[src/ex_pkg.sv]
`default_nettype none

package ex_pkg;

    localparam int XLEN         = 32;
    localparam int REG_ADDR_W   = 5;
    localparam int CACHE_ADDR_W = 25;  // word address towards the data cache
    localparam int CACHE_BYTE_W = 4;

    // opcodes of the kept instruction classes
    localparam logic [6:0] OPC_ALU_I  = 7'b0010011;
    localparam logic [6:0] OPC_ALU_R  = 7'b0110011;
    localparam logic [6:0] OPC_BRANCH = 7'b1100011;
    localparam logic [6:0] OPC_LOAD   = 7'b0000011;
    localparam logic [6:0] OPC_STORE  = 7'b0100011;

    // alu funct3, shared by the I and R forms
    localparam logic [2:0] F3_ADD  = 3'b000;
    localparam logic [2:0] F3_SLL  = 3'b001;
    localparam logic [2:0] F3_SLT  = 3'b010;
    localparam logic [2:0] F3_SLTU = 3'b011;
    localparam logic [2:0] F3_XOR  = 3'b100;
    localparam logic [2:0] F3_SRL  = 3'b101;
    localparam logic [2:0] F3_OR   = 3'b110;
    localparam logic [2:0] F3_AND  = 3'b111;

    localparam logic [2:0] F3_BEQ  = 3'b000;
    localparam logic [2:0] F3_BNE  = 3'b001;
    localparam logic [2:0] F3_BLT  = 3'b100;
    localparam logic [2:0] F3_BGE  = 3'b101;
    localparam logic [2:0] F3_BLTU = 3'b110;
    localparam logic [2:0] F3_BGEU = 3'b111;

    localparam logic [2:0] F3_LB   = 3'b000;
    localparam logic [2:0] F3_LH   = 3'b001;
    localparam logic [2:0] F3_LW   = 3'b010;
    localparam logic [2:0] F3_LBU  = 3'b100;
    localparam logic [2:0] F3_LHU  = 3'b101;

    localparam logic [2:0] F3_SB   = 3'b000;
    localparam logic [2:0] F3_SH   = 3'b001;
    localparam logic [2:0] F3_SW   = 3'b010;

    typedef struct packed {
        logic [6:0]            funct7;
        logic [REG_ADDR_W-1:0] rs2;
        logic [REG_ADDR_W-1:0] rs1;
        logic [2:0]            funct3;
        logic [REG_ADDR_W-1:0] rd;
        logic [6:0]            opcode;
    } inst_r_t;

    typedef struct packed {
        logic [11:0]           imm;
        logic [REG_ADDR_W-1:0] rs1;
        logic [2:0]            funct3;
        logic [REG_ADDR_W-1:0] rd;
        logic [6:0]            opcode;
    } inst_i_t;

    typedef struct packed {
        logic [6:0]            imm_hi;
        logic [REG_ADDR_W-1:0] rs2;
        logic [REG_ADDR_W-1:0] rs1;
        logic [2:0]            funct3;
        logic [4:0]            imm_lo;
        logic [6:0]            opcode;
    } inst_s_t;

    // branch offset is scattered, bit 0 implied zero
    typedef struct packed {
        logic                  imm12;
        logic [5:0]            imm10_5;
        logic [REG_ADDR_W-1:0] rs2;
        logic [REG_ADDR_W-1:0] rs1;
        logic [2:0]            funct3;
        logic [3:0]            imm4_1;
        logic                  imm11;
        logic [6:0]            opcode;
    } inst_b_t;

    typedef union packed {
        inst_r_t r;
        inst_i_t i;
        inst_s_t s;
        inst_b_t b;
    } inst_u;

endpackage

`default_nettype wire

[src/ex_decode.sv]
`default_nettype none

module ex_decode (
    input  ex_pkg::inst_u                 inst_i,
    output logic                          is_alu_imm_o,
    output logic                          is_alu_reg_o,
    output logic                          is_branch_o,
    output logic                          is_load_o,
    output logic                          is_store_o,
    output logic                          alu_ok_o,
    output logic [2:0]                    funct3_o,
    output logic [ex_pkg::REG_ADDR_W-1:0] rd_o,
    output logic [ex_pkg::XLEN-1:0]       imm_o
);
    import ex_pkg::*;

    logic [6:0] opcode;
    logic [2:0] f3;
    logic       br_f3_ok;
    logic       ld_f3_ok;
    logic       st_f3_ok;
    logic       shift_imm;

    // opcode, funct3 and rd sit at the same place in every view
    assign opcode   = inst_i.r.opcode;
    assign f3       = inst_i.r.funct3;
    assign funct3_o = f3;
    assign rd_o     = inst_i.r.rd;

    assign br_f3_ok = f3 inside {F3_BEQ, F3_BNE, F3_BLT, F3_BGE, F3_BLTU, F3_BGEU};
    assign ld_f3_ok = f3 inside {F3_LB, F3_LH, F3_LW, F3_LBU, F3_LHU};
    assign st_f3_ok = f3 inside {F3_SB, F3_SH, F3_SW};

    assign is_alu_imm_o = (opcode == OPC_ALU_I);
    assign is_alu_reg_o = (opcode == OPC_ALU_R);
    assign is_branch_o  = (opcode == OPC_BRANCH) && br_f3_ok;
    assign is_load_o    = (opcode == OPC_LOAD) && ld_f3_ok;
    assign is_store_o   = (opcode == OPC_STORE) && st_f3_ok;

    assign shift_imm = is_alu_imm_o && ((f3 == F3_SLL) || (f3 == F3_SRL));

    // no sub / sra here, so any funct7 bit set means unsupported
    always_comb begin
        if (is_alu_reg_o) begin
            alu_ok_o = (inst_i.r.funct7 == 7'd0);
        end else if (shift_imm) begin
            alu_ok_o = (inst_i.i.imm[11:5] == 7'd0);  // srai lands here
        end else begin
            alu_ok_o = 1'b1;
        end
    end

    always_comb begin
        case (opcode)
            OPC_ALU_I, OPC_LOAD: begin
                imm_o = {{(XLEN-12){inst_i.i.imm[11]}}, inst_i.i.imm};
            end
            OPC_STORE: begin
                imm_o = {{(XLEN-12){inst_i.s.imm_hi[6]}}, inst_i.s.imm_hi, inst_i.s.imm_lo};
            end
            OPC_BRANCH: begin
                imm_o = {{(XLEN-13){inst_i.b.imm12}},
                         inst_i.b.imm12,
                         inst_i.b.imm11,
                         inst_i.b.imm10_5,
                         inst_i.b.imm4_1,
                         1'b0};
            end
            default: begin
                imm_o = '0;  // r-type and the rest
            end
        endcase
    end

endmodule

`default_nettype wire

[src/ex_alu.sv]
`default_nettype none

module ex_alu (
    input  logic [ex_pkg::XLEN-1:0] a_i,
    input  logic [ex_pkg::XLEN-1:0] b_i,
    input  logic [2:0]              funct3_i,
    output logic [ex_pkg::XLEN-1:0] result_o
);
    import ex_pkg::*;

    logic            lt_s;
    logic            lt_u;
    logic [4:0]      shamt;

    assign lt_s  = $signed(a_i) < $signed(b_i);
    assign lt_u  = a_i < b_i;
    assign shamt = b_i[4:0];  // only the low five bits count

    always_comb begin
        case (funct3_i)
            F3_ADD: begin
                result_o = a_i + b_i;
            end
            F3_SLL: begin
                result_o = a_i << shamt;
            end
            F3_SLT: begin
                result_o = {{(XLEN-1){1'b0}}, lt_s};
            end
            F3_SLTU: begin
                result_o = {{(XLEN-1){1'b0}}, lt_u};
            end
            F3_XOR: begin
                result_o = a_i ^ b_i;
            end
            F3_SRL: begin
                result_o = a_i >> shamt;  // logical only
            end
            F3_OR: begin
                result_o = a_i | b_i;
            end
            F3_AND: begin
                result_o = a_i & b_i;
            end
            default: begin
                result_o = '0;
            end
        endcase
    end

endmodule

`default_nettype wire

[src/ex_branch.sv]
`default_nettype none

module ex_branch (
    input  logic [ex_pkg::XLEN-1:0] rs1_i,
    input  logic [ex_pkg::XLEN-1:0] rs2_i,
    input  logic [ex_pkg::XLEN-1:0] imm_i,
    input  logic [ex_pkg::XLEN-1:0] pc_i,
    input  logic [2:0]              funct3_i,
    input  logic                    is_branch_i,
    output logic                    taken_o,
    output logic [ex_pkg::XLEN-1:0] target_o
);
    import ex_pkg::*;

    logic eq;
    logic lt_s;
    logic lt_u;
    logic cond;

    assign eq   = (rs1_i == rs2_i);
    assign lt_s = $signed(rs1_i) < $signed(rs2_i);
    assign lt_u = rs1_i < rs2_i;

    always_comb begin
        case (funct3_i)
            F3_BEQ:  cond = eq;
            F3_BNE:  cond = !eq;
            F3_BLT:  cond = lt_s;
            F3_BGE:  cond = !lt_s;
            F3_BLTU: cond = lt_u;
            F3_BGEU: cond = !lt_u;
            default: cond = 1'b0;
        endcase
    end

    assign taken_o  = is_branch_i & cond;
    assign target_o = pc_i + imm_i;  // pc relative

endmodule

`default_nettype wire

[src/ex_lsu_req.sv]
`default_nettype none

module ex_lsu_req (
    input  logic [ex_pkg::XLEN-1:0]         rs1_i,
    input  logic [ex_pkg::XLEN-1:0]         rs2_i,
    input  logic [ex_pkg::XLEN-1:0]         imm_i,
    input  logic [2:0]                      funct3_i,
    input  logic                            is_load_i,
    input  logic                            is_store_i,
    input  logic [ex_pkg::REG_ADDR_W-1:0]   rd_i,
    output logic [ex_pkg::CACHE_ADDR_W-1:0] addr_o,
    output logic [ex_pkg::CACHE_BYTE_W-1:0] byte_en_o,
    output logic [ex_pkg::XLEN-1:0]         wdata_o,
    output logic                            read_o,
    output logic                            write_o,
    output logic                            hold_o,
    output logic [ex_pkg::REG_ADDR_W-1:0]   load_rd_o
);
    import ex_pkg::*;

    logic [XLEN-1:0]         ea;
    logic [1:0]              off;
    logic [CACHE_ADDR_W-1:0] word_addr;

    assign ea        = rs1_i + imm_i;
    assign off       = ea[1:0];
    assign word_addr = {{(CACHE_ADDR_W-21){1'b0}}, ea[22:2]};  // 8 MiB window

    always_comb begin
        addr_o    = '0;
        byte_en_o = '0;
        wdata_o   = '0;
        read_o    = 1'b0;
        write_o   = 1'b0;
        hold_o    = 1'b0;
        load_rd_o = '0;
        if (is_load_i) begin
            addr_o    = word_addr;
            read_o    = 1'b1;
            hold_o    = 1'b1;  // stall until the data comes back
            load_rd_o = rd_i;
        end else if (is_store_i) begin
            addr_o  = word_addr;
            write_o = 1'b1;
            case (funct3_i)
                F3_SB: begin
                    byte_en_o = 4'b0001 << off;
                    wdata_o   = rs2_i << {off, 3'b000};
                end
                F3_SH: begin
                    byte_en_o = off[1] ? 4'b1100 : 4'b0011;
                    wdata_o   = rs2_i << {off[1], 4'b0000};
                end
                F3_SW: begin
                    byte_en_o = {CACHE_BYTE_W{1'b1}};
                    wdata_o   = rs2_i;
                end
                default: begin
                    write_o = 1'b0;
                end
            endcase
        end
    end

endmodule

`default_nettype wire

[src/ex_stage.sv]
`default_nettype none

module ex_stage (
    input  logic                            clk,
    input  logic                            reset_i,
    input  logic [ex_pkg::XLEN-1:0]         inst_i,
    input  logic [ex_pkg::XLEN-1:0]         inst_addr_i,
    input  logic [ex_pkg::XLEN-1:0]         reg1_rdata_i,
    input  logic [ex_pkg::XLEN-1:0]         reg2_rdata_i,
    output logic                            reg_we_o,
    output logic [ex_pkg::REG_ADDR_W-1:0]   reg_waddr_o,
    output logic [ex_pkg::XLEN-1:0]         reg_wdata_o,
    output logic                            jump_flag_o,
    output logic [ex_pkg::XLEN-1:0]         jump_addr_o,
    output logic [ex_pkg::CACHE_ADDR_W-1:0] mem_addr_o,
    output logic [ex_pkg::CACHE_BYTE_W-1:0] mem_byte_en_o,
    output logic [ex_pkg::XLEN-1:0]         mem_wdata_o,
    output logic                            mem_read_o,
    output logic                            mem_write_o,
    output logic                            hold_flag_o,
    output logic [ex_pkg::REG_ADDR_W-1:0]   load_rd_o
);
    import ex_pkg::*;

    logic                    is_alu_imm;
    logic                    is_alu_reg;
    logic                    is_branch;
    logic                    is_load;
    logic                    is_store;
    logic                    alu_ok;
    logic [2:0]              funct3;
    logic [REG_ADDR_W-1:0]   rd;
    logic [XLEN-1:0]         imm;
    logic [XLEN-1:0]         alu_b;
    logic [XLEN-1:0]         alu_result;
    logic                    wb_we;
    logic                    br_taken;
    logic [XLEN-1:0]         br_target;
    logic [CACHE_ADDR_W-1:0] lsu_addr;
    logic [CACHE_BYTE_W-1:0] lsu_byte_en;
    logic [XLEN-1:0]         lsu_wdata;
    logic                    lsu_read;
    logic                    lsu_write;
    logic                    lsu_hold;
    logic [REG_ADDR_W-1:0]   lsu_load_rd;

    ex_decode u_decode (
        .inst_i       (inst_i),
        .is_alu_imm_o (is_alu_imm),
        .is_alu_reg_o (is_alu_reg),
        .is_branch_o  (is_branch),
        .is_load_o    (is_load),
        .is_store_o   (is_store),
        .alu_ok_o     (alu_ok),
        .funct3_o     (funct3),
        .rd_o         (rd),
        .imm_o        (imm)
    );

    assign alu_b = is_alu_imm ? imm : reg2_rdata_i;

    ex_alu u_alu (
        .a_i      (reg1_rdata_i),
        .b_i      (alu_b),
        .funct3_i (funct3),
        .result_o (alu_result)
    );

    ex_branch u_branch (
        .rs1_i       (reg1_rdata_i),
        .rs2_i       (reg2_rdata_i),
        .imm_i       (imm),
        .pc_i        (inst_addr_i),
        .funct3_i    (funct3),
        .is_branch_i (is_branch),
        .taken_o     (br_taken),
        .target_o    (br_target)
    );

    ex_lsu_req u_lsu_req (
        .rs1_i      (reg1_rdata_i),
        .rs2_i      (reg2_rdata_i),
        .imm_i      (imm),
        .funct3_i   (funct3),
        .is_load_i  (is_load),
        .is_store_i (is_store),
        .rd_i       (rd),
        .addr_o     (lsu_addr),
        .byte_en_o  (lsu_byte_en),
        .wdata_o    (lsu_wdata),
        .read_o     (lsu_read),
        .write_o    (lsu_write),
        .hold_o     (lsu_hold),
        .load_rd_o  (lsu_load_rd)
    );

    // x0 writes go out too, the regfile drops them
    assign wb_we = (is_alu_imm | is_alu_reg) & alu_ok;

    // EX/MEM boundary
    always_ff @(posedge clk) begin
        if (reset_i) begin
            reg_we_o      <= 1'b0;
            reg_waddr_o   <= '0;
            reg_wdata_o   <= '0;
            jump_flag_o   <= 1'b0;
            jump_addr_o   <= '0;
            mem_addr_o    <= '0;
            mem_byte_en_o <= '0;
            mem_wdata_o   <= '0;
            mem_read_o    <= 1'b0;
            mem_write_o   <= 1'b0;
            hold_flag_o   <= 1'b0;
            load_rd_o     <= '0;
        end else begin
            reg_we_o      <= wb_we;
            reg_waddr_o   <= wb_we ? rd : '0;
            reg_wdata_o   <= wb_we ? alu_result : '0;
            jump_flag_o   <= br_taken;
            jump_addr_o   <= br_taken ? br_target : '0;
            mem_addr_o    <= lsu_addr;
            mem_byte_en_o <= lsu_byte_en;
            mem_wdata_o   <= lsu_wdata;
            mem_read_o    <= lsu_read;
            mem_write_o   <= lsu_write;
            hold_flag_o   <= lsu_hold;  // advisory only
            load_rd_o     <= lsu_load_rd;
        end
    end

endmodule

`default_nettype wire

[config.mk]
export PLATFORM = sky130hd
export DESIGN_NAME = ex_stage
export DESIGN_NICKNAME = d
export VERILOG_FILES = /design/src/ex_pkg.sv /design/src/ex_decode.sv /design/src/ex_alu.sv /design/src/ex_branch.sv /design/src/ex_lsu_req.sv /design/src/ex_stage.sv
export SDC_FILE = /design/constraint.sdc
export NUM_CORES = 1
export LEC_CHECK = 0
export ABC_AREA = 1
export BUFFER_PORTS_ARGS = -buffer_cell sky130_fd_sc_hd__buf_4
export CAP_MARGIN = 10
export CORE_ASPECT_RATIO = 0.6
export CORE_MARGIN = 2
export CORE_UTILIZATION = 43
export CTS_CLUSTER_SIZE = 28
export DETAILED_ROUTE_END_ITERATION = 8
export GPL_TIMING_DRIVEN = 0
export PLACE_DENSITY_LB_ADDON = 0.3
export SYNTH_ARGS = -nofsm -noshare
export SYNTH_HDL_FRONTEND = slang
export SYNTH_SLANG_ARGS = --single-unit
export TNS_END_PERCENT = 10
[constraint.sdc]
create_clock -name clk -period 5.7 [get_ports clk]
set_clock_uncertainty 0.15 [all_clocks]
set_input_delay 1.14 -clock clk [delete_from_list [all_inputs] [get_ports clk]]
set_output_delay 1.14 -clock clk [all_outputs]
set_load 0.02 [all_outputs]
# [Yosys cells after proc, flatten, opt, wreduce, memory -nomap -nowiden]
# Index checks and enable logic that the tools add are counted.
[totals] wordCells=80 output_inout_bits=140 ramBits=0 latch_bits=0 regBits=139 input_bits=130 n_memories=0 mem_bits_ro=0
[classes] div_mod_pow=0 mul=0 reduce_logical=20 muxes=13 n_lt_le_gt_ge=4 n_eq_ne=13 n_shift=5 n_addsub=3 bitwise=10
[ops] op="32-bit case mux with 8 select lines" count=1
[ops] op="32-bit case mux with 3 select lines" count=2
[ops] op="32-bit < comparator" count=4
[ops] op="32-bit by 5-bit << shifter with 32-bit output" count=3
[ops] op="32-bit adder" count=2
[ops] op="21-bit 2-to-1 mux" count=2
[ops] op="32-bit AND" count=1
[ops] op="32-bit equality test" count=1
[ops] op="32-bit 2-to-1 mux" count=1
[ops] op="32-bit bitwise OR" count=1
[ops] op="32-bit by 5-bit >> shifter with 32-bit output" count=1
[ops] op="32-bit bitwise XOR" count=1
[ops] op="23-bit adder" count=1
[ops] op="7-bit by 6-bit equality test with 1-bit output (second input constant)" count=2
[ops] op="3-bit equality test (second input constant)" count=4
[ops] op="4-bit case mux with 3 select lines" count=1
[ops] op="2-bit OR reduction" count=5
[ops] op="7-bit by 2-bit equality test with 1-bit output (second input constant)" count=1
[ops] op="7-bit by 5-bit equality test with 1-bit output (second input constant)" count=1
[ops] op="7-bit equality test (second input constant)" count=1
[ops] op="7-bit zero test" count=1
[ops] op="3-bit by 2-bit equality test with 1-bit output (second input constant)" count=2
[ops] op="1-bit case mux with 6 select lines" count=1
[ops] op="6-bit nonzero test" count=1
[ops] op="other kinds (14)" count=27

# [Depth between registers and ports, before layout]
[depth] word_depth=8 mapped_depth=27 mapped_depth_nobuf=25

# [Cells and area by module]
# From an unflattened synthesis, not the netlist that was laid out.
[hier_totals] hier_cells=3164 hier_area_um2=18286.3
[by_module_without_submodules] module="ex_alu" seq_area_each_um2=0.0 area_per_inst_um2=7593.5 n_inst=1 cells_per_inst=1452
[by_module_without_submodules] module="ex_stage" seq_area_each_um2=2802.7 area_per_inst_um2=4485.6 n_inst=1 cells_per_inst=544
[by_module_without_submodules] module="ex_branch" seq_area_each_um2=0.0 area_per_inst_um2=2847.7 n_inst=1 cells_per_inst=473
[by_module_without_submodules] module="ex_lsu_req" seq_area_each_um2=0.0 area_per_inst_um2=2795.2 n_inst=1 cells_per_inst=596
[by_module_without_submodules] module="ex_decode" seq_area_each_um2=0.0 area_per_inst_um2=564.3 n_inst=1 cells_per_inst=99

# [Least setup slack after synthesis]
# No wires, ideal clock.
[synth_path] path_type="in2reg" start="in inst_i[3] (netlist name)" end="reg jump_addr_o[25] (netlist name)" path_slack_ps=1079 arrival_time_ps=4358 n_path_buf=0 required_time_ps=5437 setup_time_ps=113 cell_stages=16 path_cell_list="nor2_4 > nand2_2 > nor2_4 > nor2_1 > nor2_1 > ha_1 > a21oi_1 > inv_1 > a21oi_1 > inv_1 > a21oi_1 > nor2_1 > a2111oi_0 > nand2_1 > nor2_1 > nor2_1"
[synth_via] elab_chain_cells=5 elab_cells_between_ends=11 classes_between="add/sub: 1; eq/ne: 4; mux: 1; bitwise: 2; reduce/logical: 3"
[synth_rtl] element="start: declaration" line="ex_stage.sv:6" rtl="input logic [ex_pkg::XLEN-1:0] inst_i,"
[synth_rtl] element="branches (longest 5 deep; another with 32-bit adder)"
[synth_rtl] element="end signal: assignment" line="ex_stage.sv:120" rtl="jump_addr_o <= br_taken ? br_target : '0;"
[synth_rtl] element="end: declaration" line="ex_stage.sv:14" rtl="output logic [ex_pkg::XLEN-1:0] jump_addr_o,"
# Parallel ways; which one is timed is not known.
# A chain may end at the register's enable or synchronous reset.

# [Worst setup path after layout]
[layout_path] start="in inst_i[5] (netlist name)" end="reg reg_wdata_o[30] (netlist name)"
[layout_via] elab_chain_cells=7 elab_cells_between_ends=22 classes_between="add/sub: 1; eq/ne: 5; shift: 2; mux: 5; bitwise: 6; reduce/logical: 3"
[layout_rtl] element="branches (longest 7 deep; another with 32-bit adder)"
[layout_rtl] element="end signal: assignment" line="ex_stage.sv:118" rtl="reg_wdata_o <= wb_we ? alu_result : '0;"
[layout_rtl] element="end: declaration" line="ex_stage.sv:12" rtl="output logic [ex_pkg::XLEN-1:0] reg_wdata_o,"
# Parallel ways; which one is timed is not known.

==> summary.txt <==
Place
  • Post-Place Cells: between 3k and 4k
  • DP HPWL: roughly 73000 µm
  • Post-Place Setup Slack: -0.627 ns
  • IO Port Bufs: between 200 and 300
  • RePlAce Congestion: between 1 and 1.5

Timing
  • Worst Max-Slew Pin Slew: roughly 1.3 ns
  • Min Clock Period, post-route: ~5.6 ns
  • Max-slew headroom: 0.140
  • Unrepaired setup endpoints after global routing: true
  • Top achievable clock speed: approximately 180 MHz
  • Hold Violations, Final: 0
  • Final Cycle Share: 0.984
  • Setup violators final: 0
  • Final Max Slew Viols: 0
  • Worst setup slack after layout: roughly 0.09 ns
  • Setup TNS: 0 ns

Synthesis
  • Yosys reg bits: 135
  • Synth warn: 0
  • Mapped Cells: roughly 2.5k
  • Synthesized cell area: between 15000 and 20000 µm²
  • Synth Area per Inst: 6.03 µm²
  • Asr flop ratio synth: 0
  • Count of cell types in the netlist: 59
  • Post-synth EDFFs: 0
  • Yosys top cell area share: 0.177
  • Leading area contributor after synthesis: dfxtp_1
  • Top FF cell, synth: dfxtp_1
  • Post-synthesis sequential area ratio: 0.177
  • Synth top area cells: dfxtp_1 (18%), nand2_1 (15%), ha_1 (14%), inv_1 (7.2%), a21oi_1 (7.2%)

Die
  • Overall die height: ~150 µm
  • Die area: roughly 37000 µm²
  • Initial Utilization: 0.436
  • # IOs: between 200 and 300
  • Die width: ~250 µm
  • Core Box Area: around 35000 µm²
  • Row cnt: between 50 and 60

Run status
  • Status: completed

Clocking
  • Reg clk slew, reported paths: 0.06 ns
  • Hold_buf cts: 0
  • CTS Buf Count: 17
  • Gates resized, CTS repair: 3
  • Clock tree buffer depth: 2
  • Post-CTS Setup Bufs: 0
  • H-tree Lvls: 4
  • CTS tree: yes
  • CTS sink cnt: between 100 and 150
  • Clk root buf: clkbuf_16

Finish
  • Share of layout cells above drive strength 1: 0.151
  • Most common cell after layout, fill and taps aside: nand2_1
  • Non-filler cells, final: roughly 3.3k
  • Commonest cells after routing, fill and taps aside: nand2_1 (600), inv_1 (294), buf_4 (273), nor2_1 (252), a21oi_1 (217)
  • Final Util: 0.529
  • Area grow syn2layout: 21.4%
  • Final net count: slightly above 3k

Run
  • Number of max-cap violations: 0

Worst setup path
  • Largest fanout on the critical path: 10
  • Critical setup path kind: primary input to flop
  • WP data required: between 5 and 6 ns
  • CP most frequent cell: nand2_1
  • Startpoint Class: primary input
  • Buf+Inv Stages, Crit Path: 5
  • CP delay by family, top: simple AND/OR/NAND/NOR gates
  • Critical Path Max Stage Delay: 0.41 ns
  • WP data arrival: roughly 5.8 ns
  • Critical path endpoint category: flop
  • CP startpoint: inst_i[5]
  • Slowest-stage cell, CP: nor2_2

Worst hold path
  • Min-delay src: inst_i[9]
  • Worst Hold Class: primary input to flop

Routing
  • Initial DRC Count: ~3.5k
  • Drt first pass iters: 9
  • WL/cell: ~27 µm
  • Via/cell ratio: a little over 6
  • Post-DRT Antenna Nets: 0
  • Drt total wl: 87300 µm
  • Routed via count: roughly 20k
  • DRC errors left: 0

Pwr
  • PD cells: about 180 nW/µm²
  • LEAKAGE: 9.43 nW
  • Peak VDD IR: 0.223 mV

Global route
  • Largest net degree at the start of global routing: 22
  • GRT Resource Usage Total: 0.458
  • Congestion Overflow GR: 0
  • Vias in the first global route: around 18k
  • First-pass GRT wire length: about 120000 µm
  • Initial antenna violation count: 2
-- metal layers --
layer | track usage | up-vias | part of all wire
met5 | 0 | - | 0.000092
met4 | 0.0979 | 2 | 0.022
met3 | 0.233 | 178 | 0.20
met2 | 0.575 | 1831 | 0.35
met1 | 0.672 | 9453 | 0.43
li1 | - | 9007 | -
-- where the power goes --
part / leakage (nW) / internal [W] / switching (W)
clock network: 0.293 / 0.000716 / 0.000519
registers: 1.09 / 0.000944 / 0.000000370
logic: 8.05 / 0.000349 / 0.000879
total: 9.43 / 0.00201 / 0.00140
-- kinds of logic after synthesis --
| logic type | share of synthesized area |
|---|---|
| xor+xnor | 0.0115 |
| buf+inv | 0.110 |
| compound gates | 0.238 |
| simple gates | 0.317 |
| other cells | 0.000246 |
| flops | 0.177 |
| fa+ha+maj | 0.142 |
| mux | 0.00394 |
-- through the flow --
stage          instance area (µm²)  total power, W  hold slack [ns]
6_report                     18500         0.00341            0.801
5_1_grt                      18500         0.00349            0.797
4_1_cts                      18400         0.00332            0.780
3_5_place_dp                 17800         0.00209             1.25
3_3_place_gp                 17800         0.00209             1.23
2_1_floorplan                15200         0.00163             1.08
-- state kept, by name, indices dropped and copies added (netlist names) --
signal	count
mem_wdata_o	32
mem_write_o	1
reg_wdata_o	32
hold_flag_o	1
reg_waddr_o	5
jump_flag_o	1
mem_byte_en_o	4
mem_addr_o	21
load_rd_o	5
jump_addr_o	32
reg_we_o	1
-- area by class of cell --
cell class,instances,area [µm²]
Tap cell,467,584
Antenna cell,3,7.51
Fill cell,3547,16400
Sequential cell,135,2700
Multi-Input combinational cell,1983,10900
Clock inverter,13,169
Inverter,320,1200
Buffer,91,467
Clock buffer,19,453
Timing Repair Buffer,262,1980
-- synthesized netlist by cell type (15+ instances only) --
library cell / instances
dfxtp_1: 135
a31oi_1: 16
nor2_1: 257
clkbuf_1: 42
o21ai_0: 166
nand3_1: 182
inv_2: 22
inv_1: 294
nand2_1: 601
a21oi_1: 219
a211oi_1: 15
buf_2: 24
ha_1: 171
o21ai_1: 98
o221ai_1: 17
o211ai_1: 23
xor2_1: 15
nand4_1: 26
-- worst paths after layout --
kind / endpoint / slack (ns) / cells past startpoint
worst max-delay path: reg_wdata_o[30]$_SDFF_PP0_ / 0.09 / 25
worst min-delay path: reg_waddr_o[2]$_SDFF_PP0_ / 0.80 / 3
(Power assumes the default switching activity.)
